<file path="src/rtl/npc_macros.svh">
`ifndef NPC_MACROS_SVH
`define NPC_MACROS_SVH

// first fetch address out of reset
`define NPC_RESET_VECTOR 32'h8000_0000

// full ebreak encoding, matched as a whole word
`define NPC_EBREAK_INST 32'h0010_0073

// major opcode groups, inst[6:0]
`define NPC_OP_LUI    7'b0110111
`define NPC_OP_AUIPC  7'b0010111
`define NPC_OP_JAL    7'b1101111
`define NPC_OP_JALR   7'b1100111
`define NPC_OP_OP     7'b0110011
`define NPC_OP_OP_IMM 7'b0010011
`define NPC_OP_LOAD   7'b0000011
`define NPC_OP_STORE  7'b0100011
`define NPC_OP_BRANCH 7'b1100011

`endif

</file>
<file path="src/rtl/npc_pkg.sv">
package npc_pkg;

    // data word, address or raw instruction
    typedef logic [31:0] npc_word_t;

    // register index, x0..x31
    typedef logic [4:0] npc_reg_addr_t;

    // one write strobe per byte lane
    typedef logic [3:0] npc_byte_mask_t;

    // alu function select
    // ne yields 1 or 0, used for bne
    typedef enum logic [2:0] {
        alu_add,
        alu_sltu,
        alu_ne,
        alu_xor,
        alu_or,
        alu_sub,
        alu_sra
    } npc_alu_op_t;

    // run control
    typedef enum logic [1:0] {
        st_reset,
        st_run,
        st_halted
    } npc_run_state_t;

    // register write-back source
    typedef enum logic [1:0] {
        wb_alu,
        wb_mem,
        wb_pc_plus_4,
        wb_imm
    } npc_wb_src_t;

endpackage

</file>
<file path="src/rtl/npc_ctrl_if.sv">
`timescale 1ns/1ns

interface npc_ctrl_if import npc_pkg::*; ();

    // register addresses
    npc_reg_addr_t rs1;
    npc_reg_addr_t rs2;
    npc_reg_addr_t rd;

    // selected immediate for this instruction group
    npc_word_t imm;

    // alu control
    npc_alu_op_t alu_op;
    logic src1_is_pc;
    logic src2_is_imm;

    // enables, not yet qualified by run
    logic reg_wen;
    logic mem_re;
    logic mem_we;
    logic is_byte;
    logic is_half;

    // flow control
    logic is_jal;
    logic is_jalr;
    logic is_bne;
    logic is_ebreak;

    npc_wb_src_t wb_src;

    modport decoder (
        output rs1, rs2, rd, imm, alu_op, src1_is_pc, src2_is_imm,
        output reg_wen, mem_re, mem_we, is_byte, is_half,
        output is_jal, is_jalr, is_bne, is_ebreak, wb_src
    );
    modport alu (input imm, alu_op, src1_is_pc, src2_is_imm);
    modport pc (input imm, is_jal, is_jalr, is_bne, is_ebreak);
    modport lsu (input imm, mem_re, mem_we, is_byte, is_half, wb_src);
    modport regfile (input rs1, rs2, rd, reg_wen);

endinterface

</file>
<file path="src/rtl/npc_alu.sv">
`timescale 1ns/1ns

module npc_alu import npc_pkg::*; (
    input npc_word_t pc,
    input npc_word_t src1,
    input npc_word_t src2,
    npc_ctrl_if.alu ctrl,
    output npc_word_t alu_result
);

    npc_word_t op1;
    npc_word_t op2;

    // operand muxes
    // pc only for auipc
    assign op1 = ctrl.src1_is_pc ? pc : src1;
    assign op2 = ctrl.src2_is_imm ? ctrl.imm : src2;

    always_comb begin
        case (ctrl.alu_op)
            alu_add: alu_result = op1 + op2;
            alu_sub: alu_result = op1 - op2;
            alu_xor: alu_result = op1 ^ op2;
            alu_or: alu_result = op1 | op2;
            // unsigned compare, 1 or 0
            alu_sltu: alu_result = {31'b0, op1 < op2};
            // branch condition for bne
            alu_ne: alu_result = {31'b0, op1 != op2};
            // shift amount from low five bits only
            alu_sra: alu_result = npc_word_t'($signed(op1) >>> op2[4:0]);
            default: alu_result = '0;
        endcase
    end

endmodule

</file>
<file path="src/rtl/npc_decoder.sv">
`timescale 1ns/1ns
`include "npc_macros.svh"

module npc_decoder import npc_pkg::*; (
    input npc_word_t inst,
    npc_ctrl_if.decoder ctrl
);

    logic [6:0] opcode;
    logic [2:0] funct3;
    logic [6:0] funct7;
    npc_word_t imm_i, imm_s, imm_b, imm_u, imm_j;
    logic grp_op, grp_op_imm, grp_load, grp_store;
    logic is_lui, is_auipc, is_jal, is_jalr;
    logic is_add, is_sub, is_xor, is_or, is_sltu;
    logic is_addi, is_sltiu, is_srai;
    logic is_lw, is_lbu, is_sb, is_sh, is_sw;
    logic is_bne, is_ebreak;

    // raw fields
    assign opcode = inst[6:0];
    assign funct3 = inst[14:12];
    assign funct7 = inst[31:25];

    // immediates, all sign extended from inst[31] except u
    assign imm_i = {{20{inst[31]}}, inst[31:20]};
    assign imm_s = {{20{inst[31]}}, inst[31:25], inst[11:7]};
    assign imm_b = {{20{inst[31]}}, inst[7], inst[30:25], inst[11:8], 1'b0};
    assign imm_u = {inst[31:12], 12'b0};
    assign imm_j = {{12{inst[31]}}, inst[19:12], inst[20], inst[30:21], 1'b0};

    // group hits
    assign grp_op     = opcode == `NPC_OP_OP;
    assign grp_op_imm = opcode == `NPC_OP_OP_IMM;
    assign grp_load   = opcode == `NPC_OP_LOAD;
    assign grp_store  = opcode == `NPC_OP_STORE;

    // u and j types
    assign is_lui   = opcode == `NPC_OP_LUI;
    assign is_auipc = opcode == `NPC_OP_AUIPC;
    assign is_jal   = opcode == `NPC_OP_JAL;
    assign is_jalr  = (opcode == `NPC_OP_JALR) && (funct3 == 3'b000);

    // register alu, funct7 separates add from sub
    assign is_add  = grp_op && (funct3 == 3'b000) && (funct7 == 7'b0000000);
    assign is_sub  = grp_op && (funct3 == 3'b000) && (funct7 == 7'b0100000);
    assign is_xor  = grp_op && (funct3 == 3'b100) && (funct7 == 7'b0000000);
    assign is_or   = grp_op && (funct3 == 3'b110) && (funct7 == 7'b0000000);
    assign is_sltu = grp_op && (funct3 == 3'b011) && (funct7 == 7'b0000000);

    // immediate alu
    assign is_addi  = grp_op_imm && (funct3 == 3'b000);
    assign is_sltiu = grp_op_imm && (funct3 == 3'b011);
    assign is_srai  = grp_op_imm && (funct3 == 3'b101) && (funct7 == 7'b0100000);

    // loads and stores
    assign is_lw = grp_load && (funct3 == 3'b010);
    assign is_lbu = grp_load && (funct3 == 3'b100);
    assign is_sb = grp_store && (funct3 == 3'b000);
    assign is_sh = grp_store && (funct3 == 3'b001);
    assign is_sw = grp_store && (funct3 == 3'b010);

    assign is_bne = (opcode == `NPC_OP_BRANCH) && (funct3 == 3'b001);
    assign is_ebreak = inst == `NPC_EBREAK_INST;

    assign ctrl.rs1 = inst[19:15];
    assign ctrl.rs2 = inst[24:20];
    assign ctrl.rd  = inst[11:7];

    // immediate by instruction group
    always_comb begin
        case (opcode)
            `NPC_OP_LUI, `NPC_OP_AUIPC: ctrl.imm = imm_u;
            `NPC_OP_JAL: ctrl.imm = imm_j;
            `NPC_OP_BRANCH: ctrl.imm = imm_b;
            `NPC_OP_STORE: ctrl.imm = imm_s;
            `NPC_OP_JALR, `NPC_OP_OP_IMM, `NPC_OP_LOAD: ctrl.imm = imm_i;
            default: ctrl.imm = '0;
        endcase
    end

    // alu function, add covers auipc and address math
    always_comb begin
        if (is_sltu || is_sltiu) begin
            ctrl.alu_op = alu_sltu;
        end else if (is_bne) begin
            ctrl.alu_op = alu_ne;
        end else if (is_xor) begin
            ctrl.alu_op = alu_xor;
        end else if (is_or) begin
            ctrl.alu_op = alu_or;
        end else if (is_sub) begin
            ctrl.alu_op = alu_sub;
        end else if (is_srai) begin
            ctrl.alu_op = alu_sra;
        end else begin
            ctrl.alu_op = alu_add;
        end
    end

    assign ctrl.src1_is_pc  = is_auipc;
    assign ctrl.src2_is_imm = is_auipc | is_addi | is_sltiu | is_srai;

    // unrecognized encodings leave every enable low
    assign ctrl.reg_wen = is_lui | is_auipc | is_jal | is_jalr
                        | is_add | is_sub | is_xor | is_or | is_sltu
                        | is_addi | is_sltiu | is_srai | is_lw | is_lbu;
    assign ctrl.mem_re  = is_lw | is_lbu;
    assign ctrl.mem_we  = is_sb | is_sh | is_sw;
    assign ctrl.is_byte = is_sb | is_lbu;
    assign ctrl.is_half = is_sh;

    assign ctrl.is_jal    = is_jal;
    assign ctrl.is_jalr   = is_jalr;
    assign ctrl.is_bne    = is_bne;
    assign ctrl.is_ebreak = is_ebreak;

    always_comb begin
        if (is_lw || is_lbu) begin
            ctrl.wb_src = wb_mem;
        end else if (is_jal || is_jalr) begin
            ctrl.wb_src = wb_pc_plus_4;
        end else if (is_lui) begin
            ctrl.wb_src = wb_imm;
        end else begin
            ctrl.wb_src = wb_alu;
        end
    end

    // a store never writes a register as well
    always_comb begin
        assert final (!(ctrl.reg_wen && ctrl.mem_we))
            else $error("decoder raised reg_wen and mem_we together");
    end

endmodule

</file>
<file path="src/rtl/npc_lsu.sv">
`timescale 1ns/1ns

module npc_lsu import npc_pkg::*; (
    input logic run,
    npc_ctrl_if.lsu ctrl,
    input npc_word_t pc,
    input npc_word_t src1,
    input npc_word_t src2,
    input npc_word_t alu_result,
    output npc_word_t dmem_addr,
    output logic dmem_re,
    output logic dmem_we,
    output npc_byte_mask_t dmem_wmask,
    output npc_word_t dmem_wdata,
    input npc_word_t dmem_rdata,
    output npc_word_t wb_data
);

    npc_word_t eff_addr;
    logic [1:0] byte_off;
    npc_byte_mask_t lane_mask;
    npc_word_t rdata_shifted;
    npc_word_t load_data;

    // effective address, word aligned toward memory
    assign eff_addr = src1 + ctrl.imm;
    assign byte_off = eff_addr[1:0];
    assign dmem_addr = {eff_addr[31:2], 2'b00};

    assign dmem_re = ctrl.mem_re;
    assign dmem_we = run && ctrl.mem_we;

    // lanes before shifting to the byte offset
    always_comb begin
        if (ctrl.is_byte) begin
            lane_mask = 4'b0001;
        end else if (ctrl.is_half) begin
            lane_mask = 4'b0011;
        end else begin
            lane_mask = 4'b1111;
        end
    end

    assign dmem_wmask = dmem_we ? npc_byte_mask_t'(lane_mask << byte_off) : '0;
    assign dmem_wdata = src2 << {byte_off, 3'b000};

    // lbu picks the addressed byte, lw takes the word as is
    assign rdata_shifted = dmem_rdata >> {byte_off, 3'b000};
    assign load_data = ctrl.is_byte ? {24'b0, rdata_shifted[7:0]} : dmem_rdata;

    // write-back select
    always_comb begin
        case (ctrl.wb_src)
            wb_mem: wb_data = load_data;
            wb_pc_plus_4: wb_data = pc + 32'd4;
            wb_imm: wb_data = ctrl.imm;
            default: wb_data = alu_result;
        endcase
    end

    // no strobes leak out of a non-committing cycle
    always_comb begin
        assert final (dmem_we || (dmem_wmask == '0))
            else $error("dmem_wmask %b without dmem_we", dmem_wmask);
    end

endmodule

</file>
<file path="src/rtl/npc_pc_counter.sv">
`timescale 1ns/1ns
`include "npc_macros.svh"

module npc_pc_counter import npc_pkg::*; (
    input logic clk,
    input logic reset,
    input logic run,
    npc_ctrl_if.pc ctrl,
    input npc_word_t src1,
    input npc_word_t alu_result,
    output npc_word_t pc
);

    npc_word_t next_pc;
    npc_word_t jalr_target;
    logic branch_taken;

    // bne taken when the alu reports not equal
    assign branch_taken = ctrl.is_bne && (alu_result == 32'd1);

    // jalr clears bit 0 of the sum
    assign jalr_target = (src1 + ctrl.imm) & ~32'd1;

    always_comb begin
        if (ctrl.is_jalr) begin
            next_pc = jalr_target;
        end else if (ctrl.is_jal || branch_taken) begin
            next_pc = pc + ctrl.imm;
        end else begin
            next_pc = pc + 32'd4;
        end
    end

    // held whenever nothing commits
    always_ff @(posedge clk) begin
        if (reset) begin
            pc <= `NPC_RESET_VECTOR;
        end else if (run) begin
            pc <= next_pc;
        end
    end

    pc_aligned: assert property (
        @(posedge clk) disable iff (reset)
        pc[1:0] == 2'b00
    ) else $error("pc %h not word aligned", pc);

endmodule

</file>
<file path="src/rtl/npc_regfile.sv">
`timescale 1ns/1ns

module npc_regfile import npc_pkg::*; (
    input logic clk,
    input logic reset,
    input logic run,
    npc_ctrl_if.regfile ctrl,
    input npc_word_t wb_data,
    output npc_word_t src1,
    output npc_word_t src2
);

    npc_word_t regs [32];

    // write port, x0 writes dropped
    always_ff @(posedge clk) begin
        if (reset) begin
            for (int i = 0; i < 32; i++) begin
                regs[i] <= '0;
            end
        end else if (run && ctrl.reg_wen && (ctrl.rd != '0)) begin
            regs[ctrl.rd] <= wb_data;
        end
    end

    // combinational reads
    // x0 forced to zero even before the first reset
    assign src1 = (ctrl.rs1 == '0) ? '0 : regs[ctrl.rs1];
    assign src2 = (ctrl.rs2 == '0) ? '0 : regs[ctrl.rs2];

    // x0 storage stays clear across all commits
    x0_zero: assert property (
        @(posedge clk) disable iff (reset)
        regs[0] == '0
    ) else $error("regfile entry 0 holds %h", regs[0]);

endmodule

</file>
<file path="src/rtl/npc_run_fsm.sv">
`timescale 1ns/1ns

module npc_run_fsm import npc_pkg::*; (
    input logic clk,
    input logic reset,
    npc_ctrl_if.pc ctrl,
    output logic run,
    output logic halted
);

    npc_run_state_t state;
    npc_run_state_t state_next;

    always_comb begin
        state_next = state;
        case (state)
            // one idle cycle after reset
            st_reset: state_next = st_run;
            st_run: begin
                if (ctrl.is_ebreak) begin
                    state_next = st_halted;
                end
            end
            // only reset leaves halted
            st_halted: state_next = st_halted;
            default: state_next = st_reset;
        endcase
    end

    always_ff @(posedge clk) begin
        if (reset) begin
            state <= st_reset;
        end else begin
            state <= state_next;
        end
    end

    // commit enable, ebreak itself commits nothing
    assign run = (state == st_run) && !ctrl.is_ebreak;
    assign halted = state == st_halted;

    halt_sticky: assert property (
        @(posedge clk) disable iff (reset)
        (state == st_halted) |=> (state == st_halted)
    ) else $error("run fsm left halted without reset");

endmodule

</file>
<file path="src/rtl/npc_top.sv">
`timescale 1ns/1ns

module npc_top import npc_pkg::*; (
    input logic clk,
    input logic reset,
    // instruction memory, combinational read
    output npc_word_t pc,
    input npc_word_t inst,
    // data memory
    output npc_word_t dmem_addr,
    output logic dmem_re,
    input npc_word_t dmem_rdata,
    output logic dmem_we,
    output npc_byte_mask_t dmem_wmask,
    output npc_word_t dmem_wdata,
    // run control
    output logic halted
);

    npc_word_t src1;
    npc_word_t src2;
    npc_word_t alu_result;
    npc_word_t wb_data;
    logic run;

    // decoded control, one driver
    npc_ctrl_if ctrl_if ();

    npc_decoder u_decoder (
        .inst (inst),
        .ctrl (ctrl_if.decoder)
    );

    npc_regfile u_regfile (
        .clk     (clk),
        .reset   (reset),
        .run     (run),
        .ctrl    (ctrl_if.regfile),
        .wb_data (wb_data),
        .src1    (src1),
        .src2    (src2)
    );

    npc_alu u_alu (
        .pc         (pc),
        .src1       (src1),
        .src2       (src2),
        .ctrl       (ctrl_if.alu),
        .alu_result (alu_result)
    );

    npc_pc_counter u_pc_counter (
        .clk        (clk),
        .reset      (reset),
        .run        (run),
        .ctrl       (ctrl_if.pc),
        .src1       (src1),
        .alu_result (alu_result),
        .pc         (pc)
    );

    // commit enable for pc, regfile and stores
    npc_run_fsm u_run_fsm (
        .clk    (clk),
        .reset  (reset),
        .ctrl   (ctrl_if.pc),
        .run    (run),
        .halted (halted)
    );

    npc_lsu u_lsu (
        .run        (run),
        .ctrl       (ctrl_if.lsu),
        .pc         (pc),
        .src1       (src1),
        .src2       (src2),
        .alu_result (alu_result),
        .dmem_addr  (dmem_addr),
        .dmem_re    (dmem_re),
        .dmem_we    (dmem_we),
        .dmem_wmask (dmem_wmask),
        .dmem_wdata (dmem_wdata),
        .dmem_rdata (dmem_rdata),
        .wb_data    (wb_data)
    );

endmodule

</file>
<file path="config.mk">
export PLATFORM = sky130hd
export DESIGN_NAME = npc_top
export DESIGN_NICKNAME = d
export VERILOG_FILES = /design/src/rtl/npc_pkg.sv /design/src/rtl/npc_ctrl_if.sv /design/src/rtl/npc_alu.sv /design/src/rtl/npc_decoder.sv /design/src/rtl/npc_lsu.sv /design/src/rtl/npc_pc_counter.sv /design/src/rtl/npc_regfile.sv /design/src/rtl/npc_run_fsm.sv /design/src/rtl/npc_top.sv
export VERILOG_INCLUDE_DIRS = /design/src /design/src/rtl
export SDC_FILE = /design/constraint.sdc
export NUM_CORES = 2
export LEC_CHECK = 0
export BUFFER_PORTS_ARGS = -buffer_cell sky130_fd_sc_hd__clkbuf_2
export CORE_ASPECT_RATIO = 1.2
export CORE_MARGIN = 8
export CORE_UTILIZATION = 35
export CTS_CLUSTER_SIZE = 24
export DETAILED_ROUTE_END_ITERATION = 8
export GPL_TIMING_DRIVEN = 0
export PLACE_DENSITY = 0.58
export SLEW_MARGIN = 25
export SYNTH_ARGS = -nofsm -noshare
export SYNTH_HDL_FRONTEND = slang
export SYNTH_HIERARCHICAL = 1
export SYNTH_SLANG_ARGS = --single-unit
</file>
<file path="constraint.sdc">
create_clock -name clk -period 6.9 [get_ports clk]
set_clock_uncertainty 0.1 [all_clocks]
set_input_delay 0.345 -clock clk [delete_from_list [all_inputs] [get_ports clk]]
set_output_delay 0.345 -clock clk [all_outputs]
set_load 0.05 [all_outputs]
</file>
-- Yosys cells after proc, flatten, opt, wreduce, memory -nomap -nowiden
Memories as Yosys holds them, arrays and structs flattened.
Cells that the tools add are included.
- flip-flop bits (word level): 34
- bits in writable memories: 1024
- input port bits: 66
- output and inout bits: 103
- logic and storage cells: 138
- memories: 1
- memory list (memory ; words ; bits a word ; read ports ; clocked after Yosys merged registers in ; wr ports ; RTL line ; source):
    u_regfile.regs ; 32 ; 32 ; 2 ; 0 ; 32 ; npc_regfile.sv:13 ; npc_word_t regs [32];
- add/subtract/negate cells: 5
- order comparisons: 1
- equality and inequality tests: 31
- shift-type cells: 4
- muxes and demuxes: 32
- bitwise logic cells: 22
- reductions and logical operators: 40
- operators with widths (operator ; number):
    32-bit 2-to-1 mux ; 8
    32-bit case mux with 7 select lines ; 1
    32-bit case mux with 5 select lines ; 1
    32-bit adder ; 3
    32-bit case mux with 3 select lines ; 1
    32-bit by 3-bit adder with 32-bit output, second input constant ; 1
    32-bit by 1-bit equality test with 1-bit output, second input constant ; 1
    32-bit by 21-bit equality test with 1-bit output, second input constant ; 1
    32-bit less-than comparator ; 1
    32-bit != test ; 1
    32-bit OR ; 1
    32-bit OR reduction ; 1
    32-bit by 5-bit << shifter with 32-bit output ; 1
    32-bit by 5-bit >> shifter with 8-bit output ; 1
    32-bit by 5-bit >>> shifter with 32-bit output ; 1
    32-bit subtractor ; 1
    32-bit bitwise XOR ; 1
    7-bit by 6-bit equality test with 1-bit output, second input constant ; 4
    1-bit logical AND ; 25
    7-bit equality test, second input constant ; 3
    1-bit OR ; 20
    3-bit equality test, second input constant ; 6
    3-bit 2-to-1 mux ; 6
    7-bit by 5-bit equality test with 1-bit output, second input constant ; 2
    other kinds (21) ; 43

-- Depth between registers and ports, before layout
- depth in word-level cells: 21
- mapped depth: 37
- depth with buffers taken out: 28

-- Cells and area by module
The synthesis kept the hierarchy.
- by module, submodules not included (module ; instances ; cells each ; area an instance (µm²) ; sequential area each (µm²)):
    npc_regfile ; 1 ; 3520 ; 54245.8 ; 30749.5
    npc_alu ; 1 ; 1079 ; 7230.7 ; 0.0
    npc_pc_counter ; 1 ; 789 ; 5567.8 ; 640.6
    npc_lsu ; 1 ; 575 ; 4013.8 ; 0.0
    npc_decoder ; 1 ; 150 ; 960.9 ; 0.0
    npc_run_fsm ; 1 ; 14 ; 143.9 ; 40.0

-- Worst setup path after synthesis
Ideal clock, no wire load.
- kind: input to register
- start: input inst[20]
- end: register u_pc_counter.pc[2]
- setup time: 128 ps
- data arrival time: 7026 ps
- data required time: 6672 ps
- path slack: -354 ps
- stages on the path: 31
- path buffers: 8
- cell sequence: buf_4 -> buf_2 -> buf_6 -> buf_4 -> mux4_2 -> a22o_1 -> a2111oi_0 -> nor3_1 -> mux2i_1 -> clkbuf_1 -> clkbuf_1 -> ha_1 -> buf_2 -> inv_1 -> a221oi_1 -> o211ai_2 -> a31oi_4 -> o221ai_2 -> a311oi_4 -> o21ai_2 -> mux2_1 -> a221o_1 -> nor4_1 -> nand4_1 -> o31ai_1 -> clkbuf_1 -> nor2_1 -> a311oi_1 -> a21oi_1 -> mux2i_1 -> nor2_1
- word-level cells in the longest chain between the ends: 10
- elaborated cells between the ends (all ways): 23
- classes of those cells: add/sub: 4; order compare: 1; eq/ne: 3; shift: 1; mux: 6; bitwise: 2; reduce/logical: 5; memory: 1
- RTL lines (item ; RTL line ; source):
    start: declaration ; npc_top.sv:8 ; input npc_word_t inst,
    memory 32 x 32 bit / 5-bit logical NOT (equally long branches) ; n/a ;
    32-bit 2-to-1 mux * ; npc_regfile.sv:29 ; assign src2 = (ctrl.rs2 == '0) ? '0 : regs[ctrl.rs2];
    net src2[4] ; npc_top.sv:21 ; npc_word_t src2;
    32-bit 2-to-1 mux * ; npc_alu.sv:17 ; assign op2 = ctrl.src2_is_imm ? ctrl.imm : src2;
    32-bit subtractor (tied with other cells) ; npc_alu.sv:22 ; alu_sub: alu_result = op1 - op2;
    32-bit case mux with 7 select lines * ; npc_alu.sv:20 ; case (ctrl.alu_op)
    net alu_result[28] ; npc_top.sv:22 ; npc_word_t alu_result;
    32-bit by 1-bit equality test with 1-bit output * ; npc_pc_counter.sv:19 ; assign branch_taken = ctrl.is_bne && (alu_result == 32'd1);
    1-bit logical AND * ; npc_pc_counter.sv:19 ;
    1-bit logical OR * ; npc_pc_counter.sv:27 ; end else if (ctrl.is_jal || branch_taken) begin
    32-bit 2-to-1 mux * ; npc_pc_counter.sv:27 ;
    32-bit 2-to-1 mux * ; npc_pc_counter.sv:25 ; if (ctrl.is_jalr) begin
    end signal: assignment ; npc_pc_counter.sv:37 ; pc <= `NPC_RESET_VECTOR;
    end signal: assignment ; npc_pc_counter.sv:39 ; pc <= next_pc;
    end: declaration ; npc_pc_counter.sv:11 ; output npc_word_t pc
Mark *: on every way through the listed nets, which the timed path passes. The rest lies on a longest branch.
A chain may end at the register's enable or synchronous reset.

-- Final worst setup path
- start: input inst[17]
- end: register u_pc_counter.pc[28]
- word-level cells in the longest chain between the ends: 10
- elaborated cells between the ends (all ways): 24
- classes of those cells: add/sub: 4; order compare: 1; eq/ne: 3; shift: 1; mux: 7; bitwise: 2; reduce/logical: 5; memory: 1
- RTL lines (item ; RTL line ; source):
    memory 32 x 32 bit / 5-bit logical NOT (equally long branches) ; n/a ;
    32-bit 2-to-1 mux * ; npc_regfile.sv:28 ; assign src1 = (ctrl.rs1 == '0) ? '0 : regs[ctrl.rs1];
    net src1[17] ; npc_top.sv:20 ; npc_word_t src1;
    32-bit 2-to-1 mux * ; npc_alu.sv:16 ; assign op1 = ctrl.src1_is_pc ? pc : src1;
    32-bit subtractor (tied with other cells) ; npc_alu.sv:22 ;
    32-bit case mux with 7 select lines * ; npc_alu.sv:20 ;
    net alu_result[25] ; npc_top.sv:22 ;
    32-bit by 1-bit equality test with 1-bit output * ; npc_pc_counter.sv:19 ;
    1-bit logical AND * ; npc_pc_counter.sv:19 ;
    1-bit logical OR * ; npc_pc_counter.sv:27 ;
    32-bit 2-to-1 mux * ; npc_pc_counter.sv:27 ;
    32-bit 2-to-1 mux * ; npc_pc_counter.sv:25 ;
Marks and branches as above.

==> reports/metrics.csv <==
stage,metric,value,unit
timing,fmax,134,MHz
final_layout,fin nets,6875,
clocking,worst skew pair latency,0.81,ns
synthesis,register area share after synthesis,0.436,
die,Die Width,431,um
placement,DP Area,0.0779,mm2
placement,Placer Congestion,1.04,
critical_path,crit path capture type,flop,
placement,number of port buffers,165,
synthesis,Post-synth EDFFs,1024,
detailed_routing,drt first pass iters,6,
final_layout,Post-Layout Inst Area,0.0848,mm2
power,switching power,0.00837,W
power,Lkg Pwr,31.8,nW
power,pwr/cell area,249,mW/mm2
final_layout,fin util,0.414,
critical_path,CP arrival,8.00,ns
clocking,CTS Buffer Depth,3,
timing,Slew Limit Fails,0,
clocking,Root Buffer,clkbuf_16,
synthesis,fraction of registers with async set/reset,0,
detailed_routing,Remaining DRCs,0,
timing,# setup viols final,102,
global_routing,number of global-route vias before repair,59000,
placement,Setup WS pre-CTS,-4.33,ns
status,failing checks,negative setup slack,
clocking,cts bufs inserted,111,
global_routing,largest net degree at the start of global routing,33,
detailed_routing,final WL,359,mm
synthesis,most common cell in the synthesized netlist,edfxtp_1,
die,Chip Height,513,um
power,sequential share of power,0.363,
die,IO Count,169,
critical_path,Crit path required time,7.42,ns
global_routing,GRT Util Overall,0.312,
detailed_routing,drt wl/cell,38.3,um
synthesis,top post-synthesis cells by count,"edfxtp_1, and2_1, mux4_2",
die,core area,0.205,mm2
synthesis,Ys Warns,6,
critical_path,CP Launch Type,primary input,
global_routing,Congestion Overflow GR,0,
synthesis,distinct cell type count after synthesis,127,
job,Max-Cap Viols,0,
detailed_routing,DRT antenna net count,0,
die,Initial Util,0.352,
synthesis,leading area contributor after synthesis,edfxtp_1,
synthesis,Yosys reg bits,1058,
global_routing,global-route wire length before repair,482,mm
timing,Final Hold Viols,0,
synthesis,synth top area cells,"edfxtp_1, mux4_2, and2_1",
hold_path,HP Class,primary input to flop,
synthesis,Gate Count Post-Synth,6127,
critical_path,WS Path Type,primary input to flop,
timing,final worst path period share,1.08,
final_layout,Area Overhead vs Synth,17.5,%
timing,Period minus WS final,7.47,ns
timing,worst setup margin,-0.573,ns
detailed_routing,Via-to-Cell Ratio,6.42,
die,DIE AREA,0.221,mm2
timing,Max-slew headroom,0.185,
power,logic gate share of total power,0.360,
timing,Worst-Margin Slew,1.22,ns
critical_path,"delay-heaviest family, CP",compound AO/OA/AOI/OAI gates,
detailed_routing,Vias,60300,
status,status,finished with violations,
power,peak supply drop,0.212,mV
die,Rows,182,
clocking,CTS H-Tree Depth,3,
critical_path,CP dominant cell by count,buf_4,
critical_path,cell with the largest stage delay on the worst path,mux4_2,
timing,RSZ-0062 raised after global routing,true,
synthesis,Main synth FF type,edfxtp_1,
clocking,Num Clock Sinks,1058,
final_layout,ratio of cells with drive above 1 in the final layout,0.253,
global_routing,initial antenna violation count,21,
power,clock share of power,0.277,
synthesis,Yosys top cell area share,0.426,
power,Switching Share,0.397,
clocking,Worst-path clk slew,0.07,ns
synthesis,Post-Syn Area,0.0722,mm2
critical_path,WP buf/inv,10,
critical_path,Worst path max stage delay,0.63,ns
critical_path,worst-path fanout max,10,
detailed_routing,Iter 0 DRT Violations,8321,
synthesis,Synth Area per Inst,11.8,um2
placement,hpwl dp,261,mm
clocking,CTS tree,yes,
power,Int Pwr,0.0127,W
==> cells in the final DEF (no fill, tap or decap), types with 41 or more instances in the layout <==
cell type	count
clkbuf_16	115
buf_4	177
o21ai_0	125
a22o_1	73
nor2_1	275
nor2b_1	54
clkbuf_2	223
a21o_1	66
nor3_2	43
xnor2_1	88
nor3_1	61
mux2_2	50
buf_2	53
a211oi_1	86
a21oi_1	221
mux4_2	475
buf_6	66
nand2_1	243
clkbuf_1	293
mux2i_1	258
inv_1	128
xor2_1	55
a22oi_1	41
edfxtp_1	1024
o22ai_1	72
and2_1	1018
o211ai_1	43
nand3_1	70
ha_1	185
==> repair_timing <==
action / in CTS / in global routing
hold buffers: 0 / 0
resized for setup: 436 / 244
buffers inserted: 71 / 32
setup endpoints to repair: 1052 / 717
pin swaps: 53 / 59
==> stage by stage <==
step	total power, W	hold WS (ns)	setup TNS (ns)	std cells
after detailed placement	0.0145	0.417	-2713.83	9077
after floorplan	0.0113	0.382	0	6159
after CTS	0.0206	0.174	-20.30	9345
after global placement	0.0143	0.397	-5009.06	8992
final	0.0211	0.227	-19.79	9390
after global routing	0.0215	0.244	-17.17	9376
==> worst register-to-register path, delay by kind of cell, from the launching register on <==
family	cells	cell delay, ns
AOI/OAI and AO/OA	13	3.18
buffers and inverters	10	1.44
muxes	3	1.02
adders and majority gates	2	0.56
and+or+nand+nor	4	0.55
DFF	1	0.38
==> state kept, by name, summed over array words and instances (netlist names) <==
signal / flops
u_run_fsm/state: 2
u_pc_counter/pc: 32
u_regfile/regs: 1024
==> logic make-up after synthesis <==
logic type,share of synthesized area
AND/OR/NAND/NOR,0.159
AO/OA/AOI/OAI,0.112
flip-flops,0.436
multiplexers,0.198
buffers and inverters,0.0432
adder cells (fa/ha/maj),0.0350
XOR/XNOR,0.0174
other,0.000104
==> cell type report <==
type,count,area (um2)
Fill cell,19600,120000
Multi-Input combinational cell,4407,40000
Sequential cell,1058,31400
Buffer,538,3490
Tap cell,2668,3340
Clock buffer,142,2940
Timing Repair Buffer,352,2500
Inverter,142,539
Clock inverter,62,465
Antenna cell,21,52.6
==> layer usage <==
metal / GRT usage / vias to the layer above / routed length, um
li1: - / 24300 / -
met5: 0.00906 / - / 300
met2: 0.473 / 4417 / 156000
met3: 0.0849 / 1364 / 38300
met1: 0.351 / 30200 / 122000
met4: 0.301 / 10 / 42600
==> power by group through the flow <==
stage / Sequential, W / Clock (W) / Combinational (W)
final: 0.00766 / 0.00586 / 0.00760
after global routing: 0.00767 / 0.00609 / 0.00771
after CTS: 0.00764 / 0.00587 / 0.00710
after detailed placement: 0.00777 / 0 / 0.00672
after global placement: 0.00776 / 0 / 0.00651
after floorplan: 0.00772 / 0 / 0.00360
==> worst paths after layout <==
kind                                 endpoint  depth (start not counted)                                 from  slack (ns)
max          u_pc_counter/pc[28]$_SDFFE_PP0P_                         31                             inst[17]       -0.57
min           u_run_fsm/state[0]$_SDFFE_PP0P_                          6                             inst[10]        0.23
max reg2reg  u_pc_counter/pc[28]$_SDFFE_PP0P_                         32  u_regfile/regs[15][0]$_SDFFCE_PN0P_       -0.48
min reg2reg   u_run_fsm/state[0]$_SDFFE_PP0P_                          2      u_run_fsm/state[0]$_SDFFE_PP0P_        0.43
Note: power is estimated with default switching activity, not from simulation.
